--- src/rtl/adder_pkg.sv ---
package adder_pkg;

  // ------------------------------------------------------------------
  // Datapath geometry
  // ------------------------------------------------------------------

  localparam int DATA_WIDTH  = 64;  // Operand and sum width
  localparam int GROUP_WIDTH = 4;   // Bits per lookahead group

  // Number of lookahead groups across one operand
  localparam int NUM_GROUPS  = DATA_WIDTH / GROUP_WIDTH;

  // ------------------------------------------------------------------
  // Datapath types
  // ------------------------------------------------------------------

  // One full operand or sum word
  typedef logic [DATA_WIDTH-1:0] operand_t;

  // One bit per group, used for the group generate, propagate and
  // the carry into each group
  typedef logic [NUM_GROUPS-1:0] group_vec_t;

endpackage

--- src/rtl/wb_pkg.sv ---
package wb_pkg;

  // ------------------------------------------------------------------
  // Bus geometry
  // ------------------------------------------------------------------

  localparam int WB_DATA_WIDTH = 32;                  // Bus data width
  localparam int WB_ADDR_WIDTH = 3;                   // Word address
  localparam int WB_SEL_WIDTH  = WB_DATA_WIDTH / 8;   // Byte lanes

  // ------------------------------------------------------------------
  // Register map of the adder slave
  // ------------------------------------------------------------------

  localparam logic [WB_ADDR_WIDTH-1:0] REG_A_LO   = WB_ADDR_WIDTH'(0);
  localparam logic [WB_ADDR_WIDTH-1:0] REG_A_HI   = WB_ADDR_WIDTH'(1);
  localparam logic [WB_ADDR_WIDTH-1:0] REG_B_LO   = WB_ADDR_WIDTH'(2);
  localparam logic [WB_ADDR_WIDTH-1:0] REG_B_HI   = WB_ADDR_WIDTH'(3);
  localparam logic [WB_ADDR_WIDTH-1:0] REG_CTRL   = WB_ADDR_WIDTH'(4);
  localparam logic [WB_ADDR_WIDTH-1:0] REG_SUM_LO = WB_ADDR_WIDTH'(5);  // Read only
  localparam logic [WB_ADDR_WIDTH-1:0] REG_SUM_HI = WB_ADDR_WIDTH'(6);  // Read only
  localparam logic [WB_ADDR_WIDTH-1:0] REG_STATUS = WB_ADDR_WIDTH'(7);  // Read only

  localparam int CTRL_CIN_BIT    = 0;   // Carry in inside REG_CTRL
  localparam int STATUS_COUT_BIT = 0;   // Carry out inside REG_STATUS

endpackage

--- src/rtl/adder_wb_regs.sv ---
`timescale 1ns/1ps

module adder_wb_regs
  import adder_pkg::*;
  import wb_pkg::*;
(
  input  logic                     clk,
  input  logic                     rst_n,
  input  logic                     wb_cyc,
  input  logic                     wb_stb,
  input  logic                     wb_we,
  input  logic [WB_ADDR_WIDTH-1:0] wb_adr,
  input  logic [WB_DATA_WIDTH-1:0] wb_wdata,
  input  logic [WB_SEL_WIDTH-1:0]  wb_sel,
  output logic [WB_DATA_WIDTH-1:0] wb_rdata,
  output logic                     wb_ack,
  input  operand_t                 sum,
  input  logic                     carry_out,
  output operand_t                 operand_a,
  output operand_t                 operand_b,
  output logic                     carry_in
);

  logic                     req;         // New transfer this cycle
  logic [WB_DATA_WIDTH-1:0] read_word;

  // Byte lane merge of a bus write into an existing word
  function automatic logic [WB_DATA_WIDTH-1:0] merge_lanes(
    input logic [WB_DATA_WIDTH-1:0] old_word,
    input logic [WB_DATA_WIDTH-1:0] new_word,
    input logic [WB_SEL_WIDTH-1:0]  sel
  );
    logic [WB_DATA_WIDTH-1:0] result;
    result = old_word;
    for (int i = 0; i < WB_SEL_WIDTH; i++)
      if (sel[i])
        result[i*8 +: 8] = new_word[i*8 +: 8];
    return result;
  endfunction

  // ------------------------------------------------------------------
  // Handshake
  // ------------------------------------------------------------------

  assign req = wb_cyc && wb_stb && !wb_ack;   // Ack blocks a second hit

  always_ff @(posedge clk or negedge rst_n)
  begin
    if (!rst_n)
      wb_ack <= 1'b0;
    else
      wb_ack <= req;   // Single cycle pulse
  end

  // ------------------------------------------------------------------
  // Operand and control registers
  // ------------------------------------------------------------------

  always_ff @(posedge clk or negedge rst_n)
  begin
    if (!rst_n)
    begin
      operand_a <= '0;
      operand_b <= '0;
      carry_in  <= 1'b0;
    end
    else if (req && wb_we)
    begin
      case (wb_adr)
        REG_A_LO: operand_a[WB_DATA_WIDTH-1:0] <=
                    merge_lanes(operand_a[WB_DATA_WIDTH-1:0], wb_wdata, wb_sel);
        REG_A_HI: operand_a[DATA_WIDTH-1:WB_DATA_WIDTH] <=
                    merge_lanes(operand_a[DATA_WIDTH-1:WB_DATA_WIDTH], wb_wdata, wb_sel);
        REG_B_LO: operand_b[WB_DATA_WIDTH-1:0] <=
                    merge_lanes(operand_b[WB_DATA_WIDTH-1:0], wb_wdata, wb_sel);
        REG_B_HI: operand_b[DATA_WIDTH-1:WB_DATA_WIDTH] <=
                    merge_lanes(operand_b[DATA_WIDTH-1:WB_DATA_WIDTH], wb_wdata, wb_sel);
        REG_CTRL:
          if (wb_sel[0])
            carry_in <= wb_wdata[CTRL_CIN_BIT];
        default: ;   // Result registers are read only
      endcase
    end
  end

  // ------------------------------------------------------------------
  // Read path
  // ------------------------------------------------------------------

  always_comb
  begin
    read_word = '0;
    case (wb_adr)
      REG_A_LO:   read_word = operand_a[WB_DATA_WIDTH-1:0];
      REG_A_HI:   read_word = operand_a[DATA_WIDTH-1:WB_DATA_WIDTH];
      REG_B_LO:   read_word = operand_b[WB_DATA_WIDTH-1:0];
      REG_B_HI:   read_word = operand_b[DATA_WIDTH-1:WB_DATA_WIDTH];
      REG_CTRL:   read_word[CTRL_CIN_BIT] = carry_in;
      REG_SUM_LO: read_word = sum[WB_DATA_WIDTH-1:0];               // Live sum
      REG_SUM_HI: read_word = sum[DATA_WIDTH-1:WB_DATA_WIDTH];
      REG_STATUS: read_word[STATUS_COUT_BIT] = carry_out;
    endcase
  end

  always_ff @(posedge clk)
  begin
    if (req && !wb_we)
      wb_rdata <= read_word;   // Valid with wb_ack
  end

endmodule

--- src/rtl/adder_wb_top.sv ---
`timescale 1ns/1ps

module adder_wb_top
  import adder_pkg::*;
  import wb_pkg::*;
#(
  parameter int DATA_WIDTH  = adder_pkg::DATA_WIDTH,
  parameter int GROUP_WIDTH = adder_pkg::GROUP_WIDTH
) (
  input  logic                     clk,
  input  logic                     rst_n,
  input  logic                     wb_cyc,
  input  logic                     wb_stb,
  input  logic                     wb_we,
  input  logic [WB_ADDR_WIDTH-1:0] wb_adr,
  input  logic [WB_DATA_WIDTH-1:0] wb_wdata,
  input  logic [WB_SEL_WIDTH-1:0]  wb_sel,
  output logic [WB_DATA_WIDTH-1:0] wb_rdata,
  output logic                     wb_ack
);

  localparam int NUM_GROUPS = DATA_WIDTH / GROUP_WIDTH;

  operand_t   operand_a;
  operand_t   operand_b;
  operand_t   sum;
  operand_t   bit_p;
  operand_t   prefix_g;
  operand_t   bit_prefix_p;
  group_vec_t group_g;
  group_vec_t group_p;
  group_vec_t group_carry;
  logic       carry_in;
  logic       carry_out;

  // ------------------------------------------------------------------
  // Bus slave
  // ------------------------------------------------------------------

  adder_wb_regs u_regs (
    .clk       (clk),
    .rst_n     (rst_n),
    .wb_cyc    (wb_cyc),
    .wb_stb    (wb_stb),
    .wb_we     (wb_we),
    .wb_adr    (wb_adr),
    .wb_wdata  (wb_wdata),
    .wb_sel    (wb_sel),
    .wb_rdata  (wb_rdata),
    .wb_ack    (wb_ack),
    .sum       (sum),
    .carry_out (carry_out),
    .operand_a (operand_a),
    .operand_b (operand_b),
    .carry_in  (carry_in)
  );

  // ------------------------------------------------------------------
  // Combinational adder
  // ------------------------------------------------------------------

  for (genvar gi = 0; gi < NUM_GROUPS; gi++)
  begin : g_group
    pg_group #(
      .GROUP_WIDTH (GROUP_WIDTH)
    ) u_pg (
      .a            (operand_a[gi*GROUP_WIDTH +: GROUP_WIDTH]),
      .b            (operand_b[gi*GROUP_WIDTH +: GROUP_WIDTH]),
      .bit_p        (bit_p[gi*GROUP_WIDTH +: GROUP_WIDTH]),
      .prefix_g     (prefix_g[gi*GROUP_WIDTH +: GROUP_WIDTH]),
      .bit_prefix_p (bit_prefix_p[gi*GROUP_WIDTH +: GROUP_WIDTH]),
      .group_g      (group_g[gi]),
      .group_p      (group_p[gi])
    );
  end

  carry_tree #(
    .NUM_GROUPS (NUM_GROUPS)
  ) u_tree (
    .group_g     (group_g),
    .group_p     (group_p),
    .carry_in    (carry_in),
    .group_carry (group_carry)
  );

  sum_stage #(
    .DATA_WIDTH  (DATA_WIDTH),
    .GROUP_WIDTH (GROUP_WIDTH)
  ) u_sum (
    .bit_p        (bit_p),
    .prefix_g     (prefix_g),
    .bit_prefix_p (bit_prefix_p),
    .group_carry  (group_carry),
    .carry_in     (carry_in),
    .sum          (sum),
    .carry_out    (carry_out)
  );

endmodule

--- src/rtl/carry_tree.sv ---
`timescale 1ns/1ps

module carry_tree
  import adder_pkg::*;
#(
  parameter int NUM_GROUPS = adder_pkg::NUM_GROUPS
) (
  input  group_vec_t group_g,
  input  group_vec_t group_p,
  input  logic       carry_in,
  output group_vec_t group_carry   // Carry into each group
);

  localparam int LEVELS = $clog2(NUM_GROUPS);   // Prefix depth

  group_vec_t tree_g;   // Generate from group 0 up to group k
  group_vec_t tree_p;

  // ------------------------------------------------------------------
  // Parallel prefix across the groups
  // ------------------------------------------------------------------

  // The carry in is folded into group 0 first, so after the last level
  // tree_g[k] is the true carry out of group k.
  // Each level doubles the span; walking k downwards keeps the lower
  // entries at their previous level values while they are read.
  always_comb
  begin
    tree_g    = group_g;
    tree_p    = group_p;
    tree_g[0] = group_g[0] | (group_p[0] & carry_in);   // Seed with carry in
    for (int lvl = 0; lvl < LEVELS; lvl++)
    begin
      for (int k = NUM_GROUPS - 1; k >= (1 << lvl); k--)
      begin
        tree_g[k] = tree_g[k] | (tree_p[k] & tree_g[k - (1 << lvl)]);
        tree_p[k] = tree_p[k] & tree_p[k - (1 << lvl)];
      end
    end
  end

  // ------------------------------------------------------------------
  // Carry into each group
  // ------------------------------------------------------------------

  always_comb
  begin
    group_carry    = '0;         // Groups beyond NUM_GROUPS stay zero
    group_carry[0] = carry_in;   // Group 0 sees the carry in
    for (int k = 1; k < NUM_GROUPS; k++)
      group_carry[k] = tree_g[k-1];   // Carry out of the group below
  end

endmodule

--- src/rtl/pg_group.sv ---
`timescale 1ns/1ps

module pg_group
  import adder_pkg::*;
#(
  parameter int GROUP_WIDTH = adder_pkg::GROUP_WIDTH
) (
  input  logic [GROUP_WIDTH-1:0] a,
  input  logic [GROUP_WIDTH-1:0] b,
  output logic [GROUP_WIDTH-1:0] bit_p,         // Bit propagate
  output logic [GROUP_WIDTH-1:0] prefix_g,      // Carry out of bit j, zero carry in
  output logic [GROUP_WIDTH-1:0] bit_prefix_p,  // Propagate from bit 0 up to bit j
  output logic                   group_g,
  output logic                   group_p
);

  logic [GROUP_WIDTH-1:0] bit_g;

  // ------------------------------------------------------------------
  // Bit level generate and propagate
  // ------------------------------------------------------------------

  assign bit_p = a ^ b;   // XOR form so the sum stage can reuse it
  assign bit_g = a & b;

  // ------------------------------------------------------------------
  // Running prefix inside the group
  // ------------------------------------------------------------------

  // Groups are narrow, so a short ripple of the prefix is enough here
  always_comb
  begin
    prefix_g[0]     = bit_g[0];
    bit_prefix_p[0] = bit_p[0];
    for (int j = 1; j < GROUP_WIDTH; j++)
    begin
      prefix_g[j]     = bit_g[j] | (bit_p[j] & prefix_g[j-1]);
      bit_prefix_p[j] = bit_p[j] & bit_prefix_p[j-1];
    end
  end

  // Whole group terms for the lookahead tree
  assign group_g = prefix_g[GROUP_WIDTH-1];
  assign group_p = bit_prefix_p[GROUP_WIDTH-1];

endmodule

--- src/rtl/sum_stage.sv ---
`timescale 1ns/1ps

module sum_stage
  import adder_pkg::*;
#(
  parameter int DATA_WIDTH  = adder_pkg::DATA_WIDTH,
  parameter int GROUP_WIDTH = adder_pkg::GROUP_WIDTH
) (
  input  operand_t   bit_p,
  input  operand_t   prefix_g,
  input  operand_t   bit_prefix_p,
  input  group_vec_t group_carry,
  input  logic       carry_in,
  output operand_t   sum,
  output logic       carry_out
);

  localparam int LAST_GROUP = DATA_WIDTH / GROUP_WIDTH - 1;

  logic [DATA_WIDTH-1:0] bit_carry;   // Carry into each bit

  // ------------------------------------------------------------------
  // Bit carries from the group carries
  // ------------------------------------------------------------------

  for (genvar i = 0; i < DATA_WIDTH; i++)
  begin : g_bit
    localparam int GRP = i / GROUP_WIDTH;
    if (i == 0)
    begin : g_lsb
      assign bit_carry[i] = carry_in;   // Straight from the carry in
    end
    else if (i % GROUP_WIDTH == 0)
    begin : g_first
      assign bit_carry[i] = group_carry[GRP];
    end
    else
    begin : g_rest
      assign bit_carry[i] = prefix_g[i-1] | (bit_prefix_p[i-1] & group_carry[GRP]);
    end
  end

  assign sum = operand_t'(bit_p[DATA_WIDTH-1:0] ^ bit_carry);

  // True carry out of the top bit
  assign carry_out = prefix_g[DATA_WIDTH-1] |
                     (bit_prefix_p[DATA_WIDTH-1] & group_carry[LAST_GROUP]);

endmodule

--- config.mk ---
export PLATFORM = sky130hd
export DESIGN_NAME = adder_wb_top
export DESIGN_NICKNAME = d
export VERILOG_FILES = /design/src/rtl/adder_pkg.sv /design/src/rtl/wb_pkg.sv /design/src/rtl/adder_wb_regs.sv /design/src/rtl/adder_wb_top.sv /design/src/rtl/carry_tree.sv /design/src/rtl/pg_group.sv /design/src/rtl/sum_stage.sv
export SDC_FILE = /design/constraint.sdc
export NUM_CORES = 1
export LEC_CHECK = 0
export ABC_AREA = 1
export BUFFER_PORTS_ARGS = -buffer_cell sky130_fd_sc_hd__buf_2
export CORE_MARGIN = 5
export CORE_UTILIZATION = 50
export DETAILED_ROUTE_END_ITERATION = 8
export PLACE_DENSITY = 0.72
export SLEW_MARGIN = 10
export SYNTH_ARGS = -nofsm -noshare
export SYNTH_HDL_FRONTEND = slang
export SYNTH_HIERARCHICAL = 1
export SYNTH_SLANG_ARGS = --single-unit
--- constraint.sdc ---
create_clock -name clk -period 4.3 [get_ports clk]
set_input_delay 0.86 -clock clk [delete_from_list [all_inputs] [get_ports clk]]
set_output_delay 0.86 -clock clk [all_outputs]
set_load 0.02 [all_outputs]
==> results of run 1 <==
-- worst max-delay path by stage --
stage          cells past startpoint                  end                start  slack (ns)
6_report                          18   u_regs/wb_rdata[7]  u_regs/operand_a[9]        1.20
5_1_grt                           18  u_regs/wb_rdata[14]  u_regs/operand_a[8]        0.94
4_1_cts                           18  u_regs/wb_rdata[22]  u_regs/operand_a[9]        1.23
3_5_place_dp                       9  u_regs/wb_rdata[19]            wb_adr[0]        1.23
3_3_place_gp                       5  u_regs/wb_rdata[10]            wb_adr[2]        1.19
2_1_floorplan                      2   u_regs/wb_rdata[0]               wb_cyc        1.56
-- worst reg2reg max path: cells and delay by family (launching register included) --
family	cells	cell delay, ns
buffers and inverters	1	0.07
AO/OA/AOI/OAI	1	0.12
AND/OR/NAND/NOR	15	1.92
flip-flops	1	0.40
adder cells (fa/ha/maj)	1	0.35
-- report_power, final --
group	leakage, nW	internal (mW)	total (mW)	switching [mW]
registers	2.05	1.73	1.88	0.144
clock network	0.288	0.971	1.61	0.636
logic	5.26	0.364	1.03	0.667
total	7.60	3.07	4.51	1.45
-- state kept, by name, summed over array words and instances (netlist names) --
| signal | count |
|---|---|
| u_regs/wb_ack | 1 |
| u_regs/wb_rdata | 32 |
| u_regs/operand_a | 64 |
| u_regs/operand_b | 64 |
| u_regs/carry_in | 1 |
-- routing by layer --
metal	GRT usage [%]	vias up	wire length (um)
met5	0	-	0
met3	4.46	53	2230
met2	40.1	429	16100
met1	32.7	5467	15100
li1	-	5828	-
met4	7.01	0	680
-- cell type report --
class | count | share of cell area [%]
repair buffers | 96 | 4.38
clock inverters | 10 | 1.19
inverters | 287 | 8.09
well taps | 324 | 3.05
multi-input cells | 1308 | 48.3
clock buffers | 22 | 3.34
flip-flops and latches | 162 | 31.7
-- through the flow --
| step | util, % | cells | area (sq um) | total power [mW] |
|---|---|---|---|---|
| detailed placement | 52.4 | 2177 | 12700 | 2.92 |
| global route | 54.9 | 2209 | 13300 | 4.77 |
| floorplan | - | 1851 | 12300 | 2.67 |
| CTS | 54.9 | 2209 | 13300 | 4.54 |
| global placement | 52.4 | 2177 | 12700 | 2.89 |
| finish | 54.9 | 2209 | 13300 | 4.51 |
==> impl_metrics.yaml, run 1 <==
placement:
  port-buffer-count: 76
  pre_cts_slack_ns: 1.23
  place_congestion: 0.883
  dp_hpwl_um: 23500
yosys:
  syn-cell-area_sq_um: 12300
  yosys_warnings: 6
  syn-num-nets: 1959
  syn_inst: 1851
  avgSynthCellArea_sq_um: 6.64
timing:
  max_freq_mhz: 323
  rsz0062_at_grt: "no"
  setup_tns_ns: 0
  whs_ns: 0.503
  fin_ws_ns: 1.20
  worst_pin_slew_ns: 1.01
  slew-limit-headroom_pct: 32.9
  period_needed_ns: 3.10
  final_max_slew_viol_count: 0
  skew_ns: 0.0149
  fin_crit_sh_pct: 72.1
  timing.final.hold_violations: 0
  setup_violations: 0
job:
  maxCapViolCount: 0
floorplan:
  num_rows: 57
  core_sq_um: 24200
  die_h_um: 167
  pin_count: 77
  die-area_sq_um: 27800
  die_w_um: 167
  start_util_pct: 50.7
route:
  postRouteAntennaNets: 0
  via_per_inst: 5.33
  vias: 11800
  drt_iter0_markers: 1179
  drc: 0
  firstDrtPassIters: 5
  wire_per_inst_um: 15.4
  wirelength_um: 34100
clock_tree:
  holdBufCountCts: 0
  ctsRootBufferMaster: "clkbuf_16"
  cts_sinks: 162
  cts_setup_buffers: 0
  post_cts_resized: 0
  htreeDepth: 4
  cts_tree: "yes"
  clockBufferDepth: 2
  path_clk_slew_ns: 0.06
  insertion_delay_ns: 0.43
  numCtsBuffers: 17
worst_setup_path:
  max_stage_delay_ns: 0.45
  path_class: "reg2reg"
  critical-path-top-delay-family: "simple AND/OR/NAND/NOR gates"
  cp_common_cell: "nand2_1"
  crit_path_end_kind: "flop"
  slowest_stage: "nor3b_1"
  cp.required_ns: 4.48
  ff2ff_setup_slack_ns: 1.20
  r2r-end: "u_regs/wb_rdata[7]"
  path_cells: "ha_1 > nand2_1 > nor3b_1 > nand2_1 > inv_1 > nand2_1 > nand2_2 > nand2_1 > nand2_2 > nand2_1 > nand2_1 > nand2_1 > nand3_1 > nand2_1 > nand4_1 > o21ai_0 > nor2_1 > nand2_1"
  cp.arrival_ns: 3.28
  path_buf_inv: 1
  critPathLaunchType: "flop"
  rr_worst_depth: 18
  timing.rr.start: "u_regs/operand_a[9]"
  crit_fanout: 6
cells_and_area:
  final_common_cell: "nand2_1"
  final_cell_mix: "809 x nand2_1, 280 x inv_1, 163 x nand4_1"
  drive_gt1_share_pct: 11.1
  n_fill_cell: 2362
  regArea_sq_um: 4210
  syn_to_final_growth_pct: 8.27
  fin_nets: 1980
  multi_input_area_sq_um: 6430
  antenna_cells: 0
power_and_ir_drop:
  leakagePower_nw: 7.60
  ir_worst_vdd_v: 0.000229
  power.density_nw_per_um2: 339
worst_hold_path:
  min_path_type: "reg2reg"
  hold_end: "u_regs/operand_b[45]"
  hp-start: "u_regs/operand_b[45]"
  hold_depth: 2
status:
  status: "finished, final reports clean"
global_routing:
  grt-ovfl-total: 0
  grt_max_degree: 75
  antenna_found_initial: 0
  grt_use_total_pct: 24.2
  first_global_vias: 11100
  grt_pass1_wl_um: 55700
Power figures use the tool's default switching activity.
==> run 2: changes to the inputs <==
--- a/config.mk
+++ b/config.mk
@@ -5,7 +5,7 @@
 export SDC_FILE = /design/constraint.sdc
 export NUM_CORES = 1
 export LEC_CHECK = 0
-export ABC_AREA = 1
+export ABC_AREA = 0
 export BUFFER_PORTS_ARGS = -buffer_cell sky130_fd_sc_hd__buf_2
 export CORE_MARGIN = 5
 export CORE_UTILIZATION = 50
==> constraint.sdc (replaced) <==
create_clock -name clk -period 3 [get_ports clk]
set_input_delay 0.6 -clock clk [delete_from_list [all_inputs] [get_ports clk]]
set_output_delay 0.6 -clock clk [all_outputs]
set_load 0.02 [all_outputs]
==> impl_metrics.yaml, run 2 <==
clock_tree:
  cts_sinks: 162
  holdBufCountCts: 0
  insertion_delay_ns: 0.43
  htreeDepth: 4
  path_clk_slew_ns: 0.06
  clockBufferDepth: 2
  cts_tree: "yes"
  ctsRootBufferMaster: "clkbuf_16"
  numCtsBuffers: 17
timing:
  period_needed_ns: 3.20
  setup_tns_ns: -3.13
  slew-limit-headroom_pct: 55.8
  fin_crit_sh_pct: 107
  whs_ns: 0.154
  rsz0062_at_grt: "yes"
  setup_violations: 27
  timing.final.hold_violations: 0
  fin_ws_ns: -0.198
  worst_pin_slew_ns: 0.662
  max_freq_mhz: 313
  final_max_slew_viol_count: 0
  skew_ns: 0.00967
status:
  violations: "setup timing"
  status: "finished with violations"
global_routing:
  met1_usage_pct: 34.5
  gr-max-usage-layer: "met2"
  grt-ovfl-total: 0
  antenna_found_initial: 0
  grt_max_degree: 51
  grt_util_met2_pct: 42.3
  grt_use_total_pct: 25.8
  grt_pass1_wl_um: 47800
  first_global_vias: 8766
  use_met3_pct: 5.00
placement:
  place_congestion: 0.941
  port-buffer-count: 76
  dp_hpwl_um: 21400
  postPlaceCellArea_sq_um: 12000
floorplan:
  die_h_um: 153
  core_sq_um: 20100
  num_rows: 52
  pin_count: 77
  start_util_pct: 50.6
  die_w_um: 153
  die-area_sq_um: 23300
cells_and_area:
  drive_gt1_share_pct: 52.0
  final_common_cell: "buf_4"
  reg_top3: "u_regs/operand_a x64, u_regs/operand_b x64, u_regs/wb_rdata x32"
  fin_nets: 1196
  fin_area_sq_um: 13100
  final_cell_mix: "177 x buf_4, 130 x mux2_2, 130 x dfrtp_1"
  antenna_cells: 0
  final_core_util_pct: 65.0
  syn_to_final_growth_pct: 28.6
worst_setup_path:
  cp.arrival_ns: 3.36
  cp.required_ns: 3.16
  path_class: "reg2reg"
  critPathLaunchType: "flop"
  crit_path_end_kind: "flop"
  crit_fanout: 4
yosys:
  syn_inst: 859
  yosys_warnings: 6
  avgSynthCellArea_sq_um: 11.8
  syn-num-nets: 967
  syn-cell-area_sq_um: 10200
route:
  vias: 8391
  drc: 0
  wire_per_inst_um: 22.7
  drt_iter0_markers: 726
  postRouteAntennaNets: 0
  via_per_inst: 6.12
  firstDrtPassIters: 5
  wirelength_um: 31200
job:
  maxCapViolCount: 0
power_and_ir_drop:
  power.density_nw_per_um2: 516
  leakagePower_nw: 6.55
  ir_worst_vdd_v: 0.000397
worst_hold_path:
  min_path_type: "in2async"
==> run 2: where the power goes <==
group | internal, mW | leakage (nW) | switching [mW]
Combinational | 1.02 | 4.24 | 0.940
Sequential | 2.48 | 2.04 | 0.174
Clock | 1.19 | 0.266 | 0.938
==> run 2: final timing paths <==
path | slack [ns] | depth (start not counted) | startpoint | to
max | -0.20 | 14 | u_regs/operand_a[1] | u_regs/wb_rdata[17]
min | 0.15 | 1 | rst_n | u_regs/operand_a[48]
max reg2reg | -0.20 | 14 | u_regs/operand_a[1] | u_regs/wb_rdata[17]
min reg2reg | 0.53 | 1 | u_regs/wb_ack | u_regs/wb_ack
max in group asynchronous | 2.11 | 2 | rst_n | u_regs/operand_b[46]
min in group clk | 0.43 | 2 | wb_wdata[3] | u_regs/operand_a[35]
==> run 2: routing by layer <==
metal  vias to the layer above  routed length (um)  share of wire (%)
li1                       3764                   -                  -
met1                      4156               12900                 41
met2                       394               15100                 48
met3                        77                2220                7.1
met4                         0                 941                3.0
met5                         -                   0                  0
==> run 2: metrics by stage <==
step / power [mW] / setup slack, ns / cells
4_1_cts: 6.63 / -0.188 / 1363
3_5_place_dp: 4.44 / -0.217 / 1328
2_1_floorplan: 3.74 / -0.00443 / 859
3_3_place_gp: 4.40 / -0.156 / 1328
5_1_grt: 7.02 / -0.319 / 1371
6_report: 6.74 / -0.198 / 1371
==> run 2: layout make-up <==
type	count	area (sq um)
fillers	1505	7030
multi-input cells	642	6120
flip-flops and latches	162	4210
repair buffers	260	1820
clock buffers	20	457
well taps	270	338
clock inverters	12	108
inverters	5	21.3
==> run 2: repair_timing <==
item / in CTS / in global routing
gates cloned: 0 / 0
gates resized for setup: 39 / 55
buffers inserted: 4 / 8
setup endpoints to repair: 32 / 32
pin swaps: 41 / 33
==> run 2: critical path: stages (launching register included) <==
cell and delay, ns:
dfrtp_1 0.42, ha_4 0.30, a21o_1 0.14, a31o_1 0.22, a211oi_4 0.07, buf_4 0.15
nor2_4 0.10, a41oi_2 0.15, or4b_4 0.56, o211ai_4 0.13, buf_6 0.16, a21oi_2 0.05
xnor2_1 0.12, a22oi_1 0.20, o221ai_1 0.14
==> run 3: changes to the inputs <==
--- a/config.mk
+++ b/config.mk
@@ -8,9 +8,9 @@
 export ABC_AREA = 0
 export BUFFER_PORTS_ARGS = -buffer_cell sky130_fd_sc_hd__buf_2
 export CORE_MARGIN = 5
-export CORE_UTILIZATION = 50
+export CORE_UTILIZATION = 45
 export DETAILED_ROUTE_END_ITERATION = 8
-export PLACE_DENSITY = 0.72
+export PLACE_DENSITY = 0.67
 export SLEW_MARGIN = 10
 export SYNTH_ARGS = -nofsm -noshare
 export SYNTH_HDL_FRONTEND = slang
==> impl_metrics.yaml, run 3 (synthesized netlist as in run 2, its figures left out) <==
worst_setup_path:
  crit_fanout: 5
  slowest_stage: "dfrtp_1"
  ff2ff_setup_slack_ns: -0.23
  timing.rr.start: "u_regs/operand_a[2]"
  r2r-end: "u_regs/wb_rdata[29]"
  cp.required_ns: 3.16
  path_class: "reg2reg"
  cp.arrival_ns: 3.39
  critical-path-top-delay-family: "compound AO/OA/AOI/OAI gates"
  critPathLaunchType: "flop"
  rr_worst_depth: 13
  path_cells: "ha_1 > and3_2 > and2_4 > a211oi_4 > o21bai_2 > o211ai_2 > o21ai_2 > o31a_1 > buf_4 > a21oi_2 > xnor2_1 > a22oi_1 > o221ai_1"
  crit_path_end_kind: "flop"
  path_buf_inv: 1
  max_stage_delay_ns: 0.39
floorplan:
  start_util_pct: 45.3
  core_sq_um: 22400
  pin_count: 77
  num_rows: 55
  die_h_um: 160
  die-area_sq_um: 25700
  die_w_um: 160
route:
  vias: 8305
  wirelength_um: 30800
  postRouteAntennaNets: 0
  drt_iter0_markers: 596
  drc: 0
  firstDrtPassIters: 5
  via_per_inst: 5.99
  wire_per_inst_um: 22.2
timing:
  worst_pin_slew_ns: 0.755
  max_freq_mhz: 310
  fin_crit_sh_pct: 108
  final_max_slew_viol_count: 0
  whs_ns: 0.130
  slew-limit-headroom_pct: 49.6
  skew_ns: 0.0119
  setup_violations: 25
  fin_ws_ns: -0.228
  rsz0062_at_grt: "yes"
  timing.final.hold_violations: 0
  period_needed_ns: 3.23
cells_and_area:
  syn_to_final_growth_pct: 29.5
  final_core_util_pct: 58.7
  antenna_cells: 0
  finalNonFillerCells: 1387
  final_cell_mix: "175 x buf_4, 130 x mux2_2, 130 x dfrtp_1"
  final_common_cell: "buf_4"
  drive_gt1_share_pct: 52.0
  reg_top3: "u_regs/operand_a x64, u_regs/operand_b x64, u_regs/wb_rdata x32"
  fin_nets: 1197
power_and_ir_drop:
  ir_worst_vdd_v: 0.000294
  p_sw_mw: 2.01
  netSwitchingFraction_pct: 29.1
  clock_power_share_pct: 33.2
  p_int_mw: 4.90
  power.density_nw_per_um2: 525
  leakagePower_nw: 6.58
  combPwrFrac_pct: 28.2
  p_seq_share_pct: 38.6
global_routing:
  grt_pass1_wl_um: 47600
  first_global_vias: 8637
  antenna_found_initial: 0
  grt-ovfl-total: 0
  grt_use_total_pct: 23.5
  grt_max_degree: 59
placement:
  pre_cts_slack_ns: -0.272
  placed_cells: 1338
  port-buffer-count: 76
  dp_hpwl_um: 21400
  place_congestion: 0.920
status:
  violations: "setup timing"
  status: "finished with violations"
clock_tree:
  insertion_delay_ns: 0.43
  holdBufCountCts: 0
  htreeDepth: 4
  path_clk_slew_ns: 0.07
  cts_tree: "yes"
  numCtsBuffers: 17
  ctsRootBufferMaster: "clkbuf_16"
  clockBufferDepth: 2
  cts_sinks: 162
job:
  maxCapViolCount: 0
worst_hold_path:
  min_path_type: "in2async"
## run 3: metrics by stage
step / setup TNS (ns) / total power [mW] / instance area [sq um]
final: -2.57 / 6.92 / 13200
after CTS: -1.40 / 6.82 / 12800
after global placement: -2.16 / 4.41 / 11900
after floorplan: -0.00443 / 3.74 / 10200
after detailed placement: -3.89 / 4.45 / 11900
after global routing: -5.13 / 7.21 / 13200
## run 3: layout make-up
type / count / area, sq um
Timing Repair Buffer: 261 / 1840
Clock inverter: 10 / 159
Tap cell: 285 / 357
Sequential cell: 162 / 4210
Multi-Input combinational cell: 642 / 6130
Inverter: 5 / 18.8
Clock buffer: 22 / 444
Fill cell: 1843 / 9270
## run 3: metal layers
metal | share of wire [%] | GRT usage, % | vias to the layer above
met5 | 0 | 0 | -
met4 | 2.5 | 8.41 | 0
met3 | 5.9 | 3.77 | 62
met2 | 49 | 39.3 | 317
met1 | 43 | 31.0 | 4172
li1 | - | - | 3754
## run 3: worst max-delay path by stage
stage	start	end	slack (ns)	cells past startpoint
floorplan	u_regs/operand_a[1]	u_regs/wb_rdata[31]	-0.004	12
finish	u_regs/operand_a[2]	u_regs/wb_rdata[29]	-0.23	13
global route	u_regs/operand_a[29]	u_regs/wb_rdata[29]	-0.29	13
detailed placement	u_regs/operand_a[17]	u_regs/wb_rdata[0]	-0.27	12
global placement	u_regs/operand_a[17]	u_regs/wb_rdata[0]	-0.22	12
CTS	u_regs/operand_b[5]	u_regs/wb_rdata[0]	-0.14	12
## run 3: repair_timing
item / CTS / global route
pin swaps: 35 / 33
setup buffers: 8 / 9
endpoints found under the setup margin: 31 / 32
resized for setup: 46 / 47
## run 3: power groups by stage
stage / sequential, mW / combinational (mW) / clock (mW)
final: 2.67 / 1.95 / 2.30
after global routing: 2.69 / 2.11 / 2.41
after CTS: 2.65 / 1.85 / 2.32
after detailed placement: 2.69 / 1.76 / 0
after global placement: 2.68 / 1.74 / 0
after floorplan: 2.67 / 1.07 / 0
## run 3: worst register-to-register path, cell delays in order, from the launching register on
cell and delay (ns):
dfrtp_1 0.39, ha_1 0.32, and3_2 0.22, and2_4 0.17
a211oi_4 0.31, o21bai_2 0.14, o211ai_2 0.21, o21ai_2 0.10
o31a_1 0.35, buf_4 0.18, a21oi_2 0.14, xnor2_1 0.08
a22oi_1 0.22, o221ai_1 0.14
